**config.mk**
```make
export PLATFORM = sky130hd
export DESIGN_NAME = i2c_read_master
export DESIGN_NICKNAME = d
export VERILOG_FILES = /design/src/i2c_pkg.sv /design/src/wb_pkg.sv /design/src/i2c_read_master.sv /design/src/i2c_read_result.sv /design/src/i2c_byte_engine.sv /design/src/i2c_reg_decode.sv
export SDC_FILE = /design/constraint.sdc
export NUM_CORES = 1
export LEC_CHECK = 0
export ABC_AREA = 1
export ABC_CLOCK_PERIOD_IN_PS = 2800
export BUFFER_PORTS_ARGS = -buffer_cell sky130_fd_sc_hd__buf_4
export CAP_MARGIN = 30
export CORE_ASPECT_RATIO = 1.75
export CORE_MARGIN = 1
export CORE_UTILIZATION = 57
export CTS_BUF_LIST = sky130_fd_sc_hd__clkbuf_4 sky130_fd_sc_hd__clkbuf_8 sky130_fd_sc_hd__clkbuf_16
export CTS_CLUSTER_DIAMETER = 30
export CTS_CLUSTER_SIZE = 28
export DETAILED_ROUTE_END_ITERATION = 10
export HOLD_SLACK_MARGIN = 0.02
export PLACE_DENSITY = 0.82
export REMOVE_ABC_BUFFERS = 1
export SETUP_SLACK_MARGIN = 0.1
export SYNTH_ARGS = -nofsm -noshare
export SYNTH_HDL_FRONTEND = slang
export SYNTH_SLANG_ARGS = --single-unit
```
**constraint.sdc**
```tcl
create_clock -name clk_4x -period 2.8 [get_ports clk_4x]
set_clock_uncertainty 0.2 [all_clocks]
set_input_delay 0.14 -clock clk_4x [delete_from_list [all_inputs] [get_ports clk_4x]]
set_output_delay 0.14 -clock clk_4x [all_outputs]
set_load 0.02 [all_outputs]
```
**src/i2c_pkg.sv**
```systemverilog
package i2c_pkg;

   typedef enum logic {
      OP_READ_REG  = 1'b0,  // ptr write, restart, one byte read
      OP_WRITE_REG = 1'b1   // ptr write then data byte
   } cmd_op_e;

   // one state per bit group on the wire
   typedef enum logic [3:0] {
      ST_IDLE    = 4'd0,
      ST_START   = 4'd1,
      ST_ADDR_W  = 4'd2,   // address plus write bit
      ST_ACK_A   = 4'd3,
      ST_PTR     = 4'd4,
      ST_ACK_P   = 4'd5,
      ST_WDATA   = 4'd6,
      ST_ACK_D   = 4'd7,
      ST_RESTART = 4'd8,
      ST_ADDR_R  = 4'd9,   // address plus read bit
      ST_ACK_R   = 4'd10,
      ST_READ    = 4'd11,
      ST_MNACK   = 4'd12,  // master nack after the read byte
      ST_STOP    = 4'd13
   } eng_state_e;

   // command handed from the register block to the engine
   typedef struct packed {
      cmd_op_e    op;
      logic [7:0] reg_ptr;
      logic [7:0] wdata;
   } i2c_cmd_t;

   // outcome of one transfer
   typedef struct packed {
      logic       nack;   // some ack slot sampled high
      logic [7:0] rdata;  // last byte shifted in
   } i2c_res_t;

endpackage

```
**src/wb_pkg.sv**
```systemverilog
package wb_pkg;

   // host register map, word addressed
   typedef enum logic [1:0] {
      REG_PTR    = 2'd0,  // target register pointer
      REG_WDATA  = 2'd1,  // byte for a register write
      REG_CMD    = 2'd2,  // bit 0 opcode, a write launches
      REG_STATUS = 2'd3   // read only
   } reg_sel_e;

   // bit positions inside the status word
   localparam int STAT_BUSY  = 0;
   localparam int STAT_DONE  = 1;
   localparam int STAT_NACK  = 2;
   localparam int STAT_RD_LO = 8;  // received byte sits in 15:8

   // classic cycle, transfer when cyc and stb are both high
   typedef struct packed {
      logic        cyc;
      logic        stb;
      logic        we;
      logic [1:0]  adr;
      logic [15:0] dat;
   } wb_req_t;

   typedef struct packed {
      logic        ack;  // one cycle per transfer
      logic [15:0] dat;  // valid while ack is high
   } wb_rsp_t;

endpackage
```
**src/i2c_read_master.sv**
```systemverilog
module i2c_read_master #(
   parameter logic [6:0] TARGET_ADDR = 7'h68
) (
   input  logic            clk_4x,
   input  logic            reset,
   input  wb_pkg::wb_req_t wb_req,
   output wb_pkg::wb_rsp_t wb_rsp,
   output logic            scl_low,
   output logic            sda_low,
   input  logic            sda_line
);
   import i2c_pkg::*;

   i2c_cmd_t   cmd;
   logic       launch;
   logic       busy;
   i2c_res_t   res;
   logic       res_valid;
   logic       done;
   logic       nack;
   logic [7:0] rdata;

   i2c_reg_decode i_decode (
      .clk_4x (clk_4x),
      .reset  (reset),
      .wb_req (wb_req),
      .wb_rsp (wb_rsp),
      .cmd    (cmd),
      .launch (launch),
      .busy   (busy),
      .done   (done),
      .nack   (nack),
      .rdata  (rdata)
   );

   i2c_byte_engine #(
      .TARGET_ADDR (TARGET_ADDR)
   ) i_engine (
      .clk_4x    (clk_4x),
      .reset     (reset),
      .cmd       (cmd),
      .launch    (launch),
      .busy      (busy),
      .res       (res),
      .res_valid (res_valid),
      .scl_low   (scl_low),
      .sda_low   (sda_low),
      .sda_line  (sda_line)
   );

   i2c_read_result i_result (
      .clk_4x    (clk_4x),
      .reset     (reset),
      .launch    (launch),
      .res       (res),
      .res_valid (res_valid),
      .done      (done),
      .nack      (nack),
      .rdata     (rdata)
   );

endmodule

```
**src/i2c_read_result.sv**
```systemverilog
module i2c_read_result (
   input  logic              clk_4x,
   input  logic              reset,
   input  logic              launch,
   input  i2c_pkg::i2c_res_t res,
   input  logic              res_valid,
   output logic              done,
   output logic              nack,
   output logic [7:0]        rdata
);

   logic take_byte;

   // a nacked transfer never reaches the read byte
   assign take_byte = res_valid && !res.nack;

   always_ff @(posedge clk_4x) begin
      if (!reset) begin
         done  <= 1'b0;
         nack  <= 1'b0;
         rdata <= '0;
      end else begin
         if (launch) begin
            done <= 1'b0;  // new command clears the old outcome
            nack <= 1'b0;
         end else if (res_valid) begin
            done <= 1'b1;
            nack <= res.nack;
         end
         if (take_byte) begin
            rdata <= res.rdata;  // same byte again after a write
         end
      end
   end

   // the engine reports only while idle and decode launches only then,
   // one cycle apart at the earliest
   a_no_overlap: assert property (@(posedge clk_4x) disable iff (!reset)
      !(res_valid && launch))
      else $error("result and launch in the same cycle");

endmodule

```
**src/i2c_byte_engine.sv**
```systemverilog
module i2c_byte_engine #(
   parameter logic [6:0] TARGET_ADDR = 7'h68
) (
   input  logic              clk_4x,
   input  logic              reset,
   input  i2c_pkg::i2c_cmd_t cmd,
   input  logic              launch,
   output logic              busy,
   output i2c_pkg::i2c_res_t res,
   output logic              res_valid,
   output logic              scl_low,
   output logic              sda_low,
   input  logic              sda_line
);
   import i2c_pkg::*;

   eng_state_e state;
   logic [1:0] quarter;    // q0..q3 within one bit
   logic [2:0] bit_cnt;    // bit index inside a byte
   i2c_cmd_t   cmd_q;      // command held for the whole transfer
   logic [7:0] tx_shift;   // address, pointer or write byte, msb first
   logic [7:0] rx_byte;
   logic       sda_smp;    // line level seen at the start of q3
   logic       nack_flag;
   logic       bit_end;
   logic       data_bit;
   logic       ack_slot;
   logic       last_bit;

   assign busy     = (state != ST_IDLE);
   assign bit_end  = busy && (quarter == 2'd3);
   assign last_bit = (bit_cnt == 3'd7);
   assign data_bit = state inside {ST_ADDR_W, ST_PTR, ST_WDATA, ST_ADDR_R, ST_READ};
   assign ack_slot = state inside {ST_ACK_A, ST_ACK_P, ST_ACK_D, ST_ACK_R};

   assign res = '{nack: nack_flag, rdata: rx_byte};

   always_ff @(posedge clk_4x) begin
      if (!reset) begin
         state     <= ST_IDLE;
         quarter   <= '0;
         bit_cnt   <= '0;
         nack_flag <= 1'b0;
         res_valid <= 1'b0;
         rx_byte   <= '0;  // holds the last good read byte across writes
      end else begin
         res_valid <= 1'b0;
         if (state == ST_IDLE) begin
            quarter <= '0;
            bit_cnt <= '0;
            if (launch) begin
               state     <= ST_START;
               nack_flag <= 1'b0;
            end
         end else begin
            quarter <= quarter + 2'd1;
            if (bit_end) begin
               bit_cnt <= data_bit ? bit_cnt + 3'd1 : 3'd0;  // wraps after bit 7
               if (ack_slot && sda_smp) begin
                  nack_flag <= 1'b1;
               end
               if (state == ST_READ) begin
                  rx_byte <= {rx_byte[6:0], sda_smp};
               end
               case (state)
                  ST_START:   state <= ST_ADDR_W;
                  ST_ADDR_W:  if (last_bit) state <= ST_ACK_A;
                  ST_ACK_A:   state <= sda_smp ? ST_STOP : ST_PTR;
                  ST_PTR:     if (last_bit) state <= ST_ACK_P;
                  ST_ACK_P: begin
                     if (sda_smp) begin
                        state <= ST_STOP;
                     end else if (cmd_q.op == OP_WRITE_REG) begin
                        state <= ST_WDATA;
                     end else begin
                        state <= ST_RESTART;
                     end
                  end
                  ST_WDATA:   if (last_bit) state <= ST_ACK_D;
                  ST_ACK_D:   state <= ST_STOP;  // nack here is only flagged
                  ST_RESTART: state <= ST_ADDR_R;
                  ST_ADDR_R:  if (last_bit) state <= ST_ACK_R;
                  ST_ACK_R:   state <= sda_smp ? ST_STOP : ST_READ;
                  ST_READ:    if (last_bit) state <= ST_MNACK;
                  ST_MNACK:   state <= ST_STOP;
                  ST_STOP: begin
                     state     <= ST_IDLE;
                     res_valid <= 1'b1;
                  end
                  default:    state <= ST_IDLE;
               endcase
            end
         end
      end
   end

   // datapath, reloaded at the end of the bit before each byte
   always_ff @(posedge clk_4x) begin
      if (state == ST_IDLE && launch) begin
         cmd_q <= cmd;
      end
      if (bit_end) begin
         case (state)
            ST_START:   tx_shift <= {TARGET_ADDR, 1'b0};
            ST_ACK_A:   tx_shift <= cmd_q.reg_ptr;
            ST_ACK_P:   tx_shift <= cmd_q.wdata;  // unused on a read
            ST_RESTART: tx_shift <= {TARGET_ADDR, 1'b1};
            default:    tx_shift <= {tx_shift[6:0], 1'b0};
         endcase
      end
      if (quarter == 2'd2) begin
         sda_smp <= sda_line;  // scl has been high for one quarter
      end
   end

   // line controls, 1 pulls the line low
   always_comb begin
      scl_low = 1'b0;
      sda_low = 1'b0;
      case (state)
         ST_START: begin
            scl_low = (quarter == 2'd3);
            sda_low = (quarter != 2'd0);  // falls with scl high
         end
         ST_RESTART: begin
            scl_low = (quarter == 2'd0) || (quarter == 2'd3);
            sda_low = quarter[1];
         end
         ST_STOP: begin
            scl_low = !quarter[1];
            sda_low = (quarter != 2'd3);  // released with scl high
         end
         ST_ADDR_W, ST_PTR, ST_WDATA, ST_ADDR_R: begin
            scl_low = !quarter[1];
            sda_low = !tx_shift[7];
         end
         ST_ACK_A, ST_ACK_P, ST_ACK_D, ST_ACK_R, ST_READ, ST_MNACK: begin
            scl_low = !quarter[1];  // sda left to the target or high
         end
         default: ;
      endcase
   end

   // decode only launches while the engine is idle
   a_launch_idle: assert property (@(posedge clk_4x) disable iff (!reset)
      launch |-> !busy)
      else $error("launch while engine busy");

   // sda may move under a high scl only for start, restart and stop
   a_sda_stable: assert property (@(posedge clk_4x) disable iff (!reset)
      (sda_low != $past(sda_low)) && !scl_low && !$past(scl_low)
      |-> state inside {ST_START, ST_RESTART, ST_STOP})
      else $error("sda moved while scl high in state %s", state.name());

endmodule

```
**src/i2c_reg_decode.sv**
```systemverilog
module i2c_reg_decode (
   input  logic              clk_4x,
   input  logic              reset,
   input  wb_pkg::wb_req_t   wb_req,
   output wb_pkg::wb_rsp_t   wb_rsp,
   output i2c_pkg::i2c_cmd_t cmd,
   output logic              launch,
   input  logic              busy,
   input  logic              done,
   input  logic              nack,
   input  logic [7:0]        rdata
);
   import wb_pkg::*;
   import i2c_pkg::*;

   logic        ack;
   logic        xfer;
   reg_sel_e    sel;
   logic [15:0] status;
   logic [15:0] rd_dat;
   logic [7:0]  ptr_q;
   logic [7:0]  wdata_q;
   cmd_op_e     op_q;

   assign xfer = wb_req.cyc && wb_req.stb && !ack;  // no new transfer in the ack cycle
   assign sel  = reg_sel_e'(wb_req.adr);

   always_comb begin
      status = '0;
      status[STAT_BUSY] = busy;
      status[STAT_DONE] = done;
      status[STAT_NACK] = nack;
      status[STAT_RD_LO +: 8] = rdata;
   end

   assign cmd    = '{op: op_q, reg_ptr: ptr_q, wdata: wdata_q};
   assign wb_rsp = '{ack: ack, dat: rd_dat};

   always_ff @(posedge clk_4x) begin
      if (!reset) begin
         ack    <= 1'b0;
         launch <= 1'b0;
      end else begin
         ack    <= xfer;
         // a command while the engine runs is acked and dropped
         launch <= xfer && wb_req.we && (sel == REG_CMD) && !busy;
      end
   end

   // host-visible register contents
   always_ff @(posedge clk_4x) begin
      if (xfer && wb_req.we) begin
         case (sel)
            REG_PTR:   ptr_q   <= wb_req.dat[7:0];
            REG_WDATA: wdata_q <= wb_req.dat[7:0];
            REG_CMD: begin
               if (!busy) begin
                  op_q <= cmd_op_e'(wb_req.dat[0]);  // only an accepted opcode sticks
               end
            end
            default: ;
         endcase
      end
   end

   // read data registered with ack
   always_ff @(posedge clk_4x) begin
      if (xfer) begin
         case (sel)
            REG_PTR:    rd_dat <= {8'd0, ptr_q};
            REG_WDATA:  rd_dat <= {8'd0, wdata_q};
            REG_CMD:    rd_dat <= {15'd0, op_q};
            REG_STATUS: rd_dat <= status;
            default:    rd_dat <= '0;
         endcase
      end
   end

   // each transfer gets a single-cycle ack
   a_ack_single: assert property (@(posedge clk_4x) disable iff (!reset)
      ack |=> !ack)
      else $error("ack held for two cycles");

endmodule

```
==> results of run 1 <==
==> state kept, by name, summed over array words and instances, names as in the netlist, 2 cells and up <==
register,count
i_engine.cmd_q,17
i_decode.rd_dat,16
i_decode.ptr_q,8
i_decode.wdata_q,8
i_engine.rx_byte,8
i_engine.tx_shift,8
i_result.rdata,8
i_engine.state,4
i_engine.bit_cnt,3
i_engine.quarter,2
==> Yosys cell counts, drive strengths merged <==
cell	n	area share
a21oi	14	0.019
a22o	5	0.012
and2	1	0.0024
buf	6	0.012
clkbuf	2	0.0021
dfxtp	31	0.17
edfxtp	59	0.49
ha	5	0.017
inv	36	0.038
nand2	78	0.088
nand3	14	0.019
nand3b	1	0.0021
nand4	3	0.0051
nor2	56	0.070
nor3	4	0.0055
nor4	2	0.0034
o2111ai	2	0.0048
o211ai	2	0.0041
o21a	1	0.0021
o21ai	24	0.035
o221ai	1	0.0024
==> repair_timing <==
| action | in CTS | in global routing |
|---|---|---|
| hold buffers | 17 | 0 |
| hold endpoints to repair | 44 | 0 |
| gates resized for setup | 0 | 0 |
==> worst min path at each step <==
stage | to | slack [ps] | depth (start not counted)
after floorplan | i_decode.op_q | 40 | 0
after global placement | i_engine.sda_smp | 120 | 1
after detailed placement | i_engine.sda_smp | 120 | 1
after CTS | i_decode.op_q | 200 | 5
after global routing | i_decode.op_q | 240 | 5
final | i_decode.op_q | 230 | 5
==> kinds of logic (layout without fill, tap and decap cells) <==
logic type	Yosys count	in the layout	synth area share
flip-flops	90	90	0.656
buffers and inverters	44	107	0.0518
adder cells (fa/ha/maj)	5	5	0.0172
AO/OA/AOI/OAI	49	49	0.0796
AND/OR/NAND/NOR	159	159	0.196
==> power breakdown <==
part / total, mW / internal, mW / switching (mW)
clock network: 0.763 / 0.325 / 0.438
logic: 0.121 / 0.0544 / 0.0666
registers: 1.43 / 1.42 / 0.00662
total: 2.31 / 1.80 / 0.511
==> metal layers <==
metal | GRT usage | share of wire
met4 | 0.176 | 0.047
met5 | 0 | 0
met2 | 0.432 | 0.54
met1 | 0.248 | 0.37
met3 | 0.0604 | 0.041
==> final cells by class <==
type,instances,area (um2)
multi-input combinational,213,1070
fill,449,1860
clock buffer,10,131
timing repair buffer,55,455
inverter,36,138
clock inverter,6,33.8
sequential,90,2390
tap,80,100
==> worst register-to-register path: cells and delay by family, from the launching register on <==
kind / cells / cell delay (ps)
flip-flops: 1 / 560
AND/OR/NAND/NOR: 8 / 1180
==> results_tabular.tex, run 1 <==
\begin{tabular}{lr}
\hline
Metric & Value \\
\hline
\multicolumn{2}{l}{\textbf{Layout}} \\
Final std cell area, no fill & 4320 um2 \\
Fraction of layout cells with a size suffix above 1 & 0.176 \\
Post-route non-filler standard cell count & 490 \\
Highest-count cells in the layout ignoring fill and taps & 74 x sky130\_fd\_sc\_hd\_\_nand2\_1, 59 x sky130\_fd\_sc\_hd\_\_edfxtp\_1, 50 x sky130\_fd\_sc\_hd\_\_nor2\_1 \\
Most common cell after layout, fill and taps aside & sky130\_fd\_sc\_hd\_\_nand2\_1 \\
Post-route core utilization & 0.698 \\
Number of nets in the finished design & 434 \\
Number of inserted diodes & 0 \\
Signed area change from the synthesized netlist to the final layout & 18.4\% \\
\multicolumn{2}{l}{\textbf{Yosys}} \\
Gate count of the mapped netlist & 347 \\
Number of flip-flops and latches in the synthesized netlist & 90 \\
Cell area after technology mapping & 3650 um2 \\
Total number of yosys warnings & 0 \\
Post-synthesis area per instance & 10.5 um2 \\
Number of distinct library cells after synthesis & 33 \\
Share of the yosys chip area belonging to registers & 0.656 \\
\multicolumn{2}{l}{\textbf{Setup path}} \\
Data arrival time of the critical path & 2470 ps \\
Crit-path slowest cell & sky130\_fd\_sc\_hd\_\_dlygate4sd3\_1 \\
Cell family contributing the most delay on the critical path & buffers and inverters \\
Crit path capture type & flop \\
Most common cell on crit path & sky130\_fd\_sc\_hd\_\_dlygate4sd3\_1 \\
Levels on crit path & 7 \\
Worst flop-to-flop path startpoint & i\_engine.state[0] \\
Worst-path maximum fanout & 5 \\
RR Endpoint & i\_engine.state[1] \\
Cell chain of the critical path & dlygate4sd3\_1 > buf\_4 > inv\_1 > nand2\_1 > dlygate4sd3\_1 > nor4\_1 > dlygate4sd3\_1 \\
Critical Path Sink & i\_decode.launch \\
Path type of the worst setup path & in -> reg \\
CP Launch Type & primary input \\
Worst r2r path cells & 8 \\
Launching instance or port of the critical path & wb\_req[16] \\
Minimum setup slack among reg-to-reg paths & 800 ps \\
Buf+Inv Stages, Crit Path & 5 \\
Data required time at the worst endpoint & 2910 ps \\
Worst stage delay on the critical path & 590 ps \\
\multicolumn{2}{l}{\textbf{Placed design}} \\
Area after detailed placement & 3980 um2 \\
Detailed placer's ending HPWL & 5140 um \\
Placer congestion estimate & 0.858 \\
Number of port buffers & 34 \\
DP Worst Slack & 823 ps \\
Number of placed instances with taps included & 457 \\
\multicolumn{2}{l}{\textbf{GRT}} \\
Number of antenna violations at the first check in global routing & 0 \\
Maximum number of pins on one net before global-route repair & 23 \\
Number of global-route vias before repair & 2,648 \\
Wire length of the first global-routing pass & 12,300 um \\
GR Overflow Total & 0 \\
Global Route Usage Sum & 0.245 \\
\multicolumn{2}{l}{\textbf{Floorplan}} \\
\# IOs & 43 \\
Overall die area & 6740 um2 \\
Die height & 108 um \\
Core Region & 6180 um2 \\
Die Span X & 62.5 um \\
Site Rows & 38 \\
Initial core utilization & 0.590 \\
\multicolumn{2}{l}{\textbf{Min path}} \\
Hold WC Path Type & in -> reg \\
Hold path start & wb\_req[19] \\
\multicolumn{2}{l}{\textbf{Clock tree}} \\
Clock Sinks & 90 \\
Root buffer cell & sky130\_fd\_sc\_hd\_\_clkbuf\_8 \\
Depth of the CTS H-tree & 3 \\
CTS Buf Count & 9 \\
Reg clk slew, reported paths & 90 ps \\
TritonCTS clock tree & yes \\
Maximum clock path buffer count & 2 \\
Clock network latency to the later pin of the worst-skew pair & 360 ps \\
Post-CTS Setup Inserts & 0 \\
\multicolumn{2}{l}{\textbf{Timing}} \\
Min Hold Slack & 225 ps \\
Number of max-slew violations in the final report & 0 \\
Max frequency & 424 MHz \\
Period Utilization, post-route & 0.843 \\
Final count of hold timing violations & 0 \\
Setup TNS & 0 ps \\
Setup repair after global routing missed its margin & no \\
Minimum period implied by the final worst setup slack & 2360 ps \\
Actual transition at the worst max-transition pin & 720 ps \\
Final setup violation count & 0 \\
Crit path setup slack, layout & 439 ps \\
Relative slew margins & 0.518 \\
\multicolumn{2}{l}{\textbf{Drt}} \\
WL/cell & 15.2 um \\
Vias after detailed routing & 2,579 \\
Final routed wirelength across all metal layers & 7430 um \\
Violation count after the first detailed-route iteration & 150 \\
Iteration count of the initial detailed-routing pass & 4 \\
Remaining design rule violation count & 0 \\
Via-to-Cell Ratio & 5.26 \\
Number of routed nets with antenna violations & 0 \\
\multicolumn{2}{l}{\textbf{Power}} \\
Static power due to leakage & 1.75 nW \\
Total power of the final layout & 2.31 mW \\
Power density normalized to cell area & 536 nW/um2 \\
Peak supply drop & 0.000491 V \\
\multicolumn{2}{l}{\textbf{Outcome}} \\
Run status & complete, no violations \\
\multicolumn{2}{l}{\textbf{Flow run}} \\
Max-capacitance violation count & 0 \\
\hline
\end{tabular}
No activity file was read; power rests on OpenSTA's default activity.
==> run 2, diff against run 1 <==
--- a/config.mk
+++ b/config.mk
@@ -5,19 +5,19 @@
 export SDC_FILE = /design/constraint.sdc
 export NUM_CORES = 1
 export LEC_CHECK = 0
-export ABC_AREA = 1
-export ABC_CLOCK_PERIOD_IN_PS = 2800
+export ABC_AREA = 0
+export ABC_CLOCK_PERIOD_IN_PS = 2350
 export BUFFER_PORTS_ARGS = -buffer_cell sky130_fd_sc_hd__buf_4
 export CAP_MARGIN = 30
 export CORE_ASPECT_RATIO = 1.75
 export CORE_MARGIN = 1
-export CORE_UTILIZATION = 57
+export CORE_UTILIZATION = 58
 export CTS_BUF_LIST = sky130_fd_sc_hd__clkbuf_4 sky130_fd_sc_hd__clkbuf_8 sky130_fd_sc_hd__clkbuf_16
 export CTS_CLUSTER_DIAMETER = 30
 export CTS_CLUSTER_SIZE = 28
 export DETAILED_ROUTE_END_ITERATION = 10
 export HOLD_SLACK_MARGIN = 0.02
-export PLACE_DENSITY = 0.82
+export PLACE_DENSITY = 0.83
 export REMOVE_ABC_BUFFERS = 1
 export SETUP_SLACK_MARGIN = 0.1
 export SYNTH_ARGS = -nofsm -noshare
==> constraint.sdc (replaced) <==
create_clock -name clk_4x -period 2.35 [get_ports clk_4x]
set_clock_uncertainty 0.2 [all_clocks]
set_input_delay 0.1175 -clock clk_4x [delete_from_list [all_inputs] [get_ports clk_4x]]
set_output_delay 0.1175 -clock clk_4x [all_outputs]
set_load 0.02 [all_outputs]
==> results_tabular.tex, run 2 <==
\begin{tabular}{lr}
\hline
Metric & Value \\
\hline
\multicolumn{2}{l}{\textbf{Placed design}} \\
DP Worst Slack & 210 ps (-613 ps) \\
Number of placed instances with taps included & 409 (-11\%) \\
Number of port buffers & 34 (unchanged) \\
Detailed placer's ending HPWL & 4500 um (-13\%) \\
Placer congestion estimate & 0.834 (-2.8\%) \\
\multicolumn{2}{l}{\textbf{GRT}} \\
Global Route Usage Sum & 0.221 (-0.0238) \\
Number of antenna violations at the first check in global routing & 0 (unchanged) \\
GR Overflow Total & 0 (unchanged) \\
Wire length of the first global-routing pass & 11,400 um (-7.3\%) \\
Maximum number of pins on one net before global-route repair & 28 (+22\%) \\
Number of global-route vias before repair & 2,433 (-8.1\%) \\
\multicolumn{2}{l}{\textbf{Yosys}} \\
Total number of yosys warnings & 0 (unchanged) \\
Cells taking the most area after synthesis & sky130\_fd\_sc\_hd\_\_edfxtp\_1 47\%, sky130\_fd\_sc\_hd\_\_dfxtp\_1 16\%, sky130\_fd\_sc\_hd\_\_mux2i\_1 5.0\% \\
Cell area after technology mapping & 3770 um2 (+3.3\%) \\
Share of the yosys chip area belonging to registers & 0.635 (-0.0209) \\
Gate count of the mapped netlist & 303 (-13\%) \\
Number of distinct library cells after synthesis & 49 (+48\%) \\
Most instantiated library cell after synthesis & sky130\_fd\_sc\_hd\_\_edfxtp\_1 \\
Synth cell count leaders & 59 x sky130\_fd\_sc\_hd\_\_edfxtp\_1, 31 x sky130\_fd\_sc\_hd\_\_dfxtp\_1, 28 x sky130\_fd\_sc\_hd\_\_nand2\_1 \\
Number of flip-flops and latches in the synthesized netlist & 90 (unchanged) \\
Number of flops mapped to enable cells by yosys & 59 (unchanged) \\
Proportion of synthesized flip-flops having asynchronous set or reset & 0 (unchanged) \\
Top-area cell type share of the netlist area & 0.470 (-0.0155) \\
Prevailing post-synth register cell & sky130\_fd\_sc\_hd\_\_edfxtp\_1 \\
Cell type with the largest total area after synthesis & sky130\_fd\_sc\_hd\_\_edfxtp\_1 \\
Post-synthesis area per instance & 12.4 um2 (+18\%) \\
\multicolumn{2}{l}{\textbf{Layout}} \\
Fraction of layout cells with a size suffix above 1 & 0.199 (+0.0238) \\
Number of inserted diodes & 0 (unchanged) \\
Post-route core utilization & 0.718 (+0.0192) \\
Number of nets in the finished design & 380 (-12\%) \\
Largest register FFs & 17 (unchanged) \\
Signed area change from the synthesized netlist to the final layout & 18.6\% \\
Highest-count cells in the layout ignoring fill and taps & 59 x sky130\_fd\_sc\_hd\_\_edfxtp\_1, 45 x sky130\_fd\_sc\_hd\_\_buf\_4, 29 x sky130\_fd\_sc\_hd\_\_dfxtp\_1 \\
Register area & 2390 um2 (+0.10\%) \\
Largest registers & i\_engine.cmd\_q: 17 flops, i\_decode.rd\_dat: 16 flops \\
Post-route non-filler standard cell count & 436 (-11\%) \\
Most common cell after layout, fill and taps aside & sky130\_fd\_sc\_hd\_\_edfxtp\_1 \\
Number of filler cells placed in the layout & 442 (-1.6\%) \\
Area of combinational cells with multiple inputs & 1240 um2 (+16\%) \\
Register bank with the most flops & i\_engine.cmd\_q \\
\multicolumn{2}{l}{\textbf{Drt}} \\
Iteration count of the initial detailed-routing pass & 4 (unchanged) \\
Final routed wirelength across all metal layers & 6980 um (-6.1\%) \\
Violation count after the first detailed-route iteration & 236 (+57\%) \\
Vias after detailed routing & 2,512 (-2.6\%) \\
Remaining design rule violation count & 0 (unchanged) \\
WL/cell & 16.0 um (+5.5\%) \\
Via-to-Cell Ratio & 5.76 (+9.5\%) \\
Number of routed nets with antenna violations & 0 (unchanged) \\
\multicolumn{2}{l}{\textbf{Power}} \\
Power density normalized to cell area & 683 nW/um2 (+28\%) \\
Static power due to leakage & 1.73 nW (-1.4\%) \\
Peak supply drop & 0.000561 V (+14\%) \\
\multicolumn{2}{l}{\textbf{Floorplan}} \\
Die height & 109 um (+0.74\%) \\
Initial core utilization & 0.605 (+0.0148) \\
\# IOs & 43 (unchanged) \\
Core Region & 6230 um2 (+0.77\%) \\
Site Rows & 38 (unchanged) \\
Overall die area & 6830 um2 (+1.5\%) \\
Die Span X & 62.9 um (+0.73\%) \\
\multicolumn{2}{l}{\textbf{Setup path}} \\
Launching instance or port of the critical path & i\_engine.state[0] \\
Worst-path maximum fanout & 14 (+9) \\
Data required time at the worst endpoint & 2400 ps (-510 ps) \\
Path type of the worst setup path & reg -> reg \\
Data arrival time of the critical path & 2170 ps (-300 ps) \\
Worst flop-to-flop path startpoint & i\_engine.state[0] \\
Crit path capture type & flop \\
Worst r2r path cells & 4 (-4) \\
Most common cell on crit path & sky130\_fd\_sc\_hd\_\_nor2b\_1 \\
Worst stage delay on the critical path & 640 ps (+50 ps) \\
Crit-path slowest cell & sky130\_fd\_sc\_hd\_\_dfxtp\_1 \\
Cell chain of the critical path & nor2b\_1 > nand4\_1 > mux2i\_1 > nor2b\_1 \\
CP Launch Type & flop \\
\multicolumn{2}{l}{\textbf{Timing}} \\
Final count of hold timing violations & 0 (unchanged) \\
Min Hold Slack & 42.9 ps (-182 ps) \\
Relative slew margins & 0.598 (+0.0801) \\
Actual transition at the worst max-transition pin & 603 ps (-117 ps) \\
Max frequency & 471 MHz \\
Number of max-slew violations in the final report & 0 (unchanged) \\
Minimum period implied by the final worst setup slack & 2120 ps \\
Setup repair after global routing missed its margin & yes \\
Final setup violation count & 0 (unchanged) \\
Period Utilization, post-route & 0.903 \\
Crit path setup slack, layout & 228 ps (-211 ps) \\
\multicolumn{2}{l}{\textbf{Outcome}} \\
Run status & complete, no violations \\
\multicolumn{2}{l}{\textbf{Clock tree}} \\
Post-CTS Setup Inserts & 0 (unchanged) \\
Depth of the CTS H-tree & 3 (unchanged) \\
Maximum clock path buffer count & 2 (unchanged) \\
Clock network latency to the later pin of the worst-skew pair & 350 ps (about the same) \\
Root buffer cell & sky130\_fd\_sc\_hd\_\_clkbuf\_8 \\
Clock Sinks & 90 (unchanged) \\
TritonCTS clock tree & yes \\
Reg clk slew, reported paths & 80 ps (about the same) \\
CTS Buf Count & 9 (unchanged) \\
\multicolumn{2}{l}{\textbf{Min path}} \\
Hold path start & wb\_req[18] \\
Hold WC Path Type & in -> reg \\
Number of cells on the worst hold path & 4 (-1) \\
\multicolumn{2}{l}{\textbf{Flow run}} \\
Max-capacitance violation count & 0 (unchanged) \\
\hline
\end{tabular}
-- run 2: changes by cell type after synthesis, sizes merged, moves of 11 or more --
cell / before / now
nor2: 56 / 16
nor2b: 0 / 11
mux2i: 0 / 19
nand2: 78 / 28
inv: 36 / 11
o21ai: 24 / 11
-- run 2: path summary, 6_finish.rpt --
path                    endpoint  slack, ps
max          i_engine.rx_byte[3]        230
min              i_decode.launch         40
max reg2reg  i_engine.rx_byte[3]        230
min reg2reg   i_engine.cmd_q[10]        260
-- run 2: worst max-delay path, delay by kind of cell (launching register included) --
kind,cells,cell delay [ps]
DFF,1,640
and+or+nand+nor,3,850
muxes,1,320
-- run 2: logic make-up (layout without fill, tap and decap cells) --
group / after synthesis / in the layout / synth area share
AOI/OAI and AO/OA: 59 / 59 / 0.110
xor gates and xnor gates: 1 / 1 / 0.00233
adders and majority gates: 5 / 5 / 0.0166
buffers and inverters: 30 / 83 / 0.0379
DFF: 90 / 90 / 0.635
muxes: 20 / 20 / 0.0565
and+or+nand+nor: 98 / 98 / 0.142
-- run 2: cell type report --
type	count	share of cell area
sequential	90	0.536
inverter	11	0.00924
clock buffer	12	0.0395
multi-input combinational	183	0.277
timing repair buffer	56	0.100
clock inverter	4	0.0157
tap	80	0.0224
-- run 2: what timing repair did --
item                       in CTS  in global routing
hold buffers                   11                  0
hold endpoints to repair       54                  0
setup endpoints to repair       1                  8
resized for setup               1                  2
-- run 2: per-layer routing --
metal | part of all wire | GRT usage | wire length (um)
met5 | 0 | 0 | 0
met4 | 0.030 | 0.123 | 212
met3 | 0.048 | 0.0554 | 337
met2 | 0.52 | 0.369 | 3660
met1 | 0.40 | 0.259 | 2770
-- run 2: power breakdown --
group          switching (mW)  internal, mW
clock                   0.499         0.717
combinational          0.0696        0.0647
sequential            0.00907          1.69
total                   0.577          2.48
-- run 2: metrics by stage --
step | total power, mW | area [um2] | setup TNS [ps]
2_1_floorplan | 1.79 | 3670 | -554
3_3_place_gp | 1.85 | 4100 | 0
3_5_place_dp | 1.86 | 4100 | 0
4_1_cts | 3.08 | 4460 | 0
5_1_grt | 3.14 | 4470 | 0
6_report | 3.05 | 4470 | 0
